$ cat src/sdram_ctrl/sdram_timer.sv
// down-counter for command spacing and burst beats
// done is high for one cycle, load cycles after the start edge
`timescale 1ns/10ps

module sdram_timer #(
    parameter int CNT_W = 4
) (
    input  logic             clk,
    input  logic             cke,
    input  logic             start,
    input  logic [CNT_W-1:0] load,
    output logic             done
);

    logic [CNT_W-1:0] cnt;

    always_ff @(posedge clk or negedge cke) begin
        if (!cke) begin
            cnt <= '0;
        end else if (start) begin
            cnt <= load;              // restarts a running count
        end else if (cnt != '0) begin
            cnt <= cnt - 1'b1;
        end
    end

    assign done = (cnt == CNT_W'(1));

    a_done_pulse: assert property (@(posedge clk) disable iff (!cke)
        done |=> !done);

endmodule

$ cat config.mk
export PLATFORM = sky130hd
export DESIGN_NAME = sdram_timer
export DESIGN_NICKNAME = d
export VERILOG_FILES = /design/src/sdram_ctrl/sdram_timer.sv
export SDC_FILE = /design/constraint.sdc
export NUM_CORES = 1
export LEC_CHECK = 0
export ABC_AREA = 1
export BUFFER_PORTS_ARGS = -buffer_cell sky130_fd_sc_hd__buf_4
export CAP_MARGIN = 40
export CORE_AREA = 2 2 39 41
export CTS_CLUSTER_SIZE = 20
export DETAILED_ROUTE_END_ITERATION = 8
export DIE_AREA = 0 0 41 43
export HOLD_SLACK_MARGIN = 0.08
export SETUP_SLACK_MARGIN = 0.5
export SLEW_MARGIN = 0
export SYNTH_ARGS = -nofsm -noshare
export SYNTH_HDL_FRONTEND = slang
export SYNTH_SLANG_ARGS = --single-unit
$ cat constraint.sdc
create_clock -name clk -period 1.5 [get_ports clk]
set_clock_uncertainty 0.15 [all_clocks]
set_input_delay 0.15 -clock clk [delete_from_list [all_inputs] [get_ports clk]]
set_output_delay 0.15 -clock clk [all_outputs]
set_load 0.01 [all_outputs]
==> results of run 1 <==
## synthesized netlist by cell type (all sizes together)
cell type	n	area (um2)
ha	3	37.5
a21oi	2	10.0
or2	1	6.26
nor2	5	23.8
dfrtp	4	100
inv	7	26.3
nand2	8	30.0
o21ai	5	28.8
a21boi	1	11.3
nand3	1	17.5
## cell type report
class	instances	area (um2)	share of cell area [%]
multi-input cells	26	219	43.2
repair buffers	14	114	22.5
flip-flops and latches	4	100	19.8
inverters	7	31.3	6.17
clock buffers	3	22.5	4.44
well taps	16	20.0	3.95
## per-stage QoR
step | instances | hold WS [ns]
after global placement | 60 | -0.201
after CTS | 69 | 0.0181
final | 70 | 0.0177
after global routing | 70 | 0.0316
after floorplan | 37 | -0.296
after detailed placement | 60 | -0.201
## timing repair
action                                  4_1_cts  5_1_grt
buffers inserted                              4        1
hold endpoints to repair                      6        1
endpoints found under the setup margin        5        5
pin swaps                                     4        2
resized for setup                            11        0
## per-layer routing
metal	vias up	GRT usage [%]	wire [um]
li1	151	-	-
met1	112	10.1	237
met2	6	12.5	319
met3	2	1.57	22
met4	0	10.0	11
met5	-	0	0
## critical path, cell delays in order, from the launching register on
cell     delay, ns
dfrtp_1       0.41
ha_4          0.17
inv_2         0.04
nor2_2        0.03
buf_4         0.13
## kinds of logic after synthesis
family          count (synthesis)  synth area share, %
fa+ha+maj                       3                 12.9
simple gates                   15                 26.6
flops                           4                 34.3
buf+inv                         7                 9.01
compound gates                  8                 17.2
## power breakdown
group,switching [W],internal [W]
clock,0.0000421,0.0000893
combinational,0.000116,0.000130
sequential,0.0000209,0.000131
## path summary, 6_finish.rpt
check	startpoint	endpoint	slack (ns)
setup / recovery	cnt[0]	done	0.19
hold / removal	load[3]	cnt[3]	0.02
setup reg to reg	cnt[0]	cnt[2]	0.19
hold reg to reg	cnt[1]	cnt[3]	0.53
max in group asynchronous	cke	cnt[1]	1.00
min in group asynchronous	cke	cnt[2]	0.10
==> run_results.csv, run 1 <==
group,metric,value,unit
status,status,"completed",
detailed_routing,via_per_inst,3.87,
final_layout,final_common_cell,"buf_4",
final_layout,mostFrequentLayoutCells,"11 x buf_4, 7 x nand2_1, 4 x dfrtp_1",
cts,cts_tree,"built",
floorplan,ioPinCount,8,
min_path,whs_path_depth,3,
worst_setup_path,end_kind,"output port",
timing,maxSlewHeadroom,89.9,%
floorplan,rows,14,
floorplan,core-area,1380,um2
placed_design,gp_congestion,0.769,
pwr,ir_drop,277,uV
final_layout,drive_gt1_share,57.4,%
detailed_routing,ant_nets,0,
global_routing,antenna_found_initial,0,
worst_setup_path,crit_fanout,2,
detailed_routing,num_vias,271,
job,maxCapViolations,0,
timing,max_freq,0.762,GHz
global_routing,grt_start_max_net_pins,8,
pwr,leakage,0.234,nW
final_layout,reg_top3,"cnt x4",
global_routing,grt_usage,8.97,%
final_layout,nFillCells,144,
global_routing,grt_pass1_wl,986,um
timing,worst_slack,0.188,ns
cts,hold_buffers,2,
detailed_routing,avgRoutedWirePerCell,8.44,um
floorplan,dieArea,1760,um2
timing,finalHoldViolations,0,
cts,h-tree-depth,1,
worst_setup_path,reg2reg_depth,6,
placed_design,dp_hpwl,417,um
cts,clockBufferDepth,2,
worst_setup_path,crit_required,1.20,ns
timing,worst_pin_slew,0.152,ns
placed_design,post-place-ws,0.275,ns
global_routing,overflow,0,
timing,final-max-slew-violation-count,0,
synthesis,syn_nets,47,
floorplan,die_h,43,um
placed_design,numPortBuffers,7,
timing,finalSetupViolCount,0,
detailed_routing,first_pass_iters,1,
synthesis,ys_seq_area_share,34.3,%
pwr,power_density,1040,nW/um2
floorplan,initial_core_util,21.1,%
cts,cts-buffers-inserted,3,
synthesis,syn_area,292,um2
final_layout,antenna_cells,0,
synthesis,yosysWarningCount,0,
detailed_routing,first_iter_violations,0,
synthesis,syn_inst,37,
pwr,total_power,0.000529,W
final_layout,design_area,507,um2
worst_setup_path,start_kind,"flip-flop",
min_path,hold_path.class,"primary input to flip-flop",
timing,min_period_over_period,87.5,%
timing,rsz0062_at_grt,"true",
detailed_routing,drc,0,
placed_design,place_area,374,um2
timing,tns,0,ns
timing,fin_crit,1.31,ns
cts,clkLatencyLatePin,0.24,ns
final_layout,layout-area-overhead-vs-synth,73.8,%
final_layout,nNetsFinal,66,
final_layout,largest_register_ffs,4,
synthesis,synth.avg_cell_area,7.88,um2
cts,cts.sinks,4,
final_layout,top_register,"cnt",
final_layout,utilization,36.6,%
global_routing,grt_pass1_vias,265,
synthesis,ys_ff_latch,4,
cts,root_buffer,"clkbuf_4",
worst_setup_path,worstPathArrival,1.01,ns
cts,clk_pin_slew,0.03,ns
synthesis,ys_types,14,
detailed_routing,totalWireLength,591,um
worst_setup_path,crit_type,"flip-flop to output port",
floorplan,die_w,41,um
Power figures use the tool's default switching activity.
==> run 2, diff against run 1 <==
- clock period: 1.5 -> 1.6 ns (I/O delays scaled with it)
==> run_results.csv, run 2 (synthesis results as in run 1) <==
group,metric,value,unit
min_path,hold_path.class,"primary input to flip-flop",
worst_setup_path,start_kind,"flip-flop",
floorplan,die_w,41,um
cts,cts.sinks,4,
status,status,"completed",
timing,max_freq,0.741,GHz
global_routing,overflow,0,
pwr,pwr-share-comb,49.0,%
pwr,intPower,0.000344,W
timing,min_period_over_period,84.4,%
timing,fin_crit,1.35,ns
final_layout,layout-area-overhead-vs-synth,88.0,%
detailed_routing,drc,0,
cts,cts-buffers-inserted,3,
worst_setup_path,crit_fanout,2,
timing,rsz0062_at_grt,"true",
cts,cts_tree,"built",
final_layout,mostFrequentLayoutCells,"11 x buf_4, 7 x nand2_1, 4 x inv_1, 4 x dlygate4sd3_1",
timing,finalHoldViolations,0,
timing,maxSlewHeadroom,90.8,%
global_routing,antenna_found_initial,0,
pwr,pwr-share-seq,27.5,%
job,maxCapViolations,0,
floorplan,dieArea,1760,um2
floorplan,initial_core_util,21.1,%
final_layout,drive_gt1_share,57.9,%
pwr,p_clk_share,23.5,%
cts,clockBufferDepth,2,
final_layout,antenna_cells,0,
pwr,swShare,34.6,%
worst_setup_path,worstPathArrival,1.04,ns
global_routing,grt_pass1_wl,1.28,mm
timing,timing.hold.ws,0.0995,ns
pwr,power.switching,0.000182,W
placed_design,numPortBuffers,7,
detailed_routing,first_iter_violations,4,
detailed_routing,num_vias,299,
final_layout,nFillCells,142,
floorplan,ioPinCount,8,
worst_setup_path,end_kind,"output port",
timing,finalSetupViolCount,0,
placed_design,dp.cells,60,
final_layout,nNetsFinal,69,
final_layout,reg_top3,"cnt x4",
detailed_routing,avgRoutedWirePerCell,9.92,um
cts,clk_pin_slew,0.04,ns
final_layout,utilization,39.6,%
global_routing,grt_pass1_vias,316,
cts,root_buffer,"clkbuf_4",
worst_setup_path,crit_type,"flip-flop to output port",
floorplan,core-area,1380,um2
global_routing,grt_usage,11.0,%
detailed_routing,ant_nets,0,
detailed_routing,totalWireLength,724,um
final_layout,top_register,"cnt",
pwr,total_power,0.000527,W
worst_setup_path,crit_required,1.29,ns
final_layout,final_cells,73,
placed_design,gp_congestion,0.787,
placed_design,dp_hpwl,491,um
floorplan,die_h,43,um
detailed_routing,via_per_inst,4.10,
detailed_routing,first_pass_iters,4,
timing,final-max-slew-violation-count,0,
timing,tns,0,ns
floorplan,rows,14,
final_layout,largest_register_ffs,4,
timing,worst_pin_slew,0.137,ns
final_layout,final_common_cell,"buf_4",
pwr,ir_drop,334,uV
cts,clkLatencyLatePin,0.23,ns
pwr,power_density,961,nW/um2
pwr,leakage,0.249,nW
global_routing,grt_start_max_net_pins,8,
cts,h-tree-depth,1,
run 2: changes by cell type in the layout (fill, tap and decap cells not counted):
| cell | before | now |
|---|---|---|
| dfrtp_2 | 0 | 1 |
| dlygate4sd3_1 | 2 | 4 |
| a21oi_1 | 2 | 1 |
| a21oi_2 | 0 | 1 |
| buf_6 | 1 | 2 |
| dfrtp_1 | 4 | 3 |
| nor2_4 | 1 | 2 |
| nor2_2 | 2 | 1 |
| inv_1 | 3 | 4 |
| inv_2 | 3 | 2 |
run 2: layout make-up:
class                           instances  area [um2]  share of cell area [%]
Timing Repair Buffer                   17         145                    26.5
Multi-Input combinational cell         26         228                    41.6
Tap cell                               16        20.0                    3.65
Inverter                                7        31.3                    5.71
Sequential cell                         4         101                    18.5
Clock buffer                            3        22.5                    4.11
run 2: power groups by stage:
stage	Combinational [W]	Clock (W)	Sequential [W]
floorplan	0.000103	0	0.000139
finish	0.000258	0.000124	0.000145
CTS	0.000248	0.000132	0.000144
global placement	0.000137	0	0.000143
detailed placement	0.000140	0	0.000145
global route	0.000286	0.000138	0.000148
run 2: final timing paths:
kind | start | to | slack [ns] | cells after the start
min | start | cnt[2] | 0.1 | 4
min reg2reg | cnt[3] | cnt[3] | 0.56 | 4
max in group asynchronous | cke | cnt[2] | 1.06 | 2
max | cnt[1] | done | 0.25 | 5
max reg2reg | cnt[1] | cnt[2] | 0.28 | 6
min in group asynchronous | cke | cnt[2] | 0.13 | 2
run 2: routing by layer:
layer  global-route usage [%]  up-vias  wire length [um]
li1                         -      157                 -
met3                     1.57        0                14
met2                     18.8        4               428
met1                     12.1      138               280
met4                     6.00        0                 0
met5                        0        -                 0
run 2: timing repair:
action	CTS	global route
setup endpoints to repair	5	5
pin swaps	7	2
hold buffers	4	0
resized for setup	12	2
buffers inserted	6	0
endpoints found under the hold margin	6	0
run 2: worst max-delay path, cell delays in order (launching register included):
cell and delay (ns):
dfrtp_1 0.38, inv_2 0.08, ha_4 0.12, inv_1 0.03, nor2_1 0.07, buf_4 0.12
run 2: per-stage QoR:
| step | setup WS [ns] | instance area [um2] |
|---|---|---|
| 3_5_place_dp | 0.353 | 372 |
| 4_1_cts | 0.241 | 536 |
| 6_report | 0.250 | 548 |
| 5_1_grt | 0.196 | 548 |
| 3_3_place_gp | 0.373 | 372 |
| 2_1_floorplan | 0.424 | 299 |
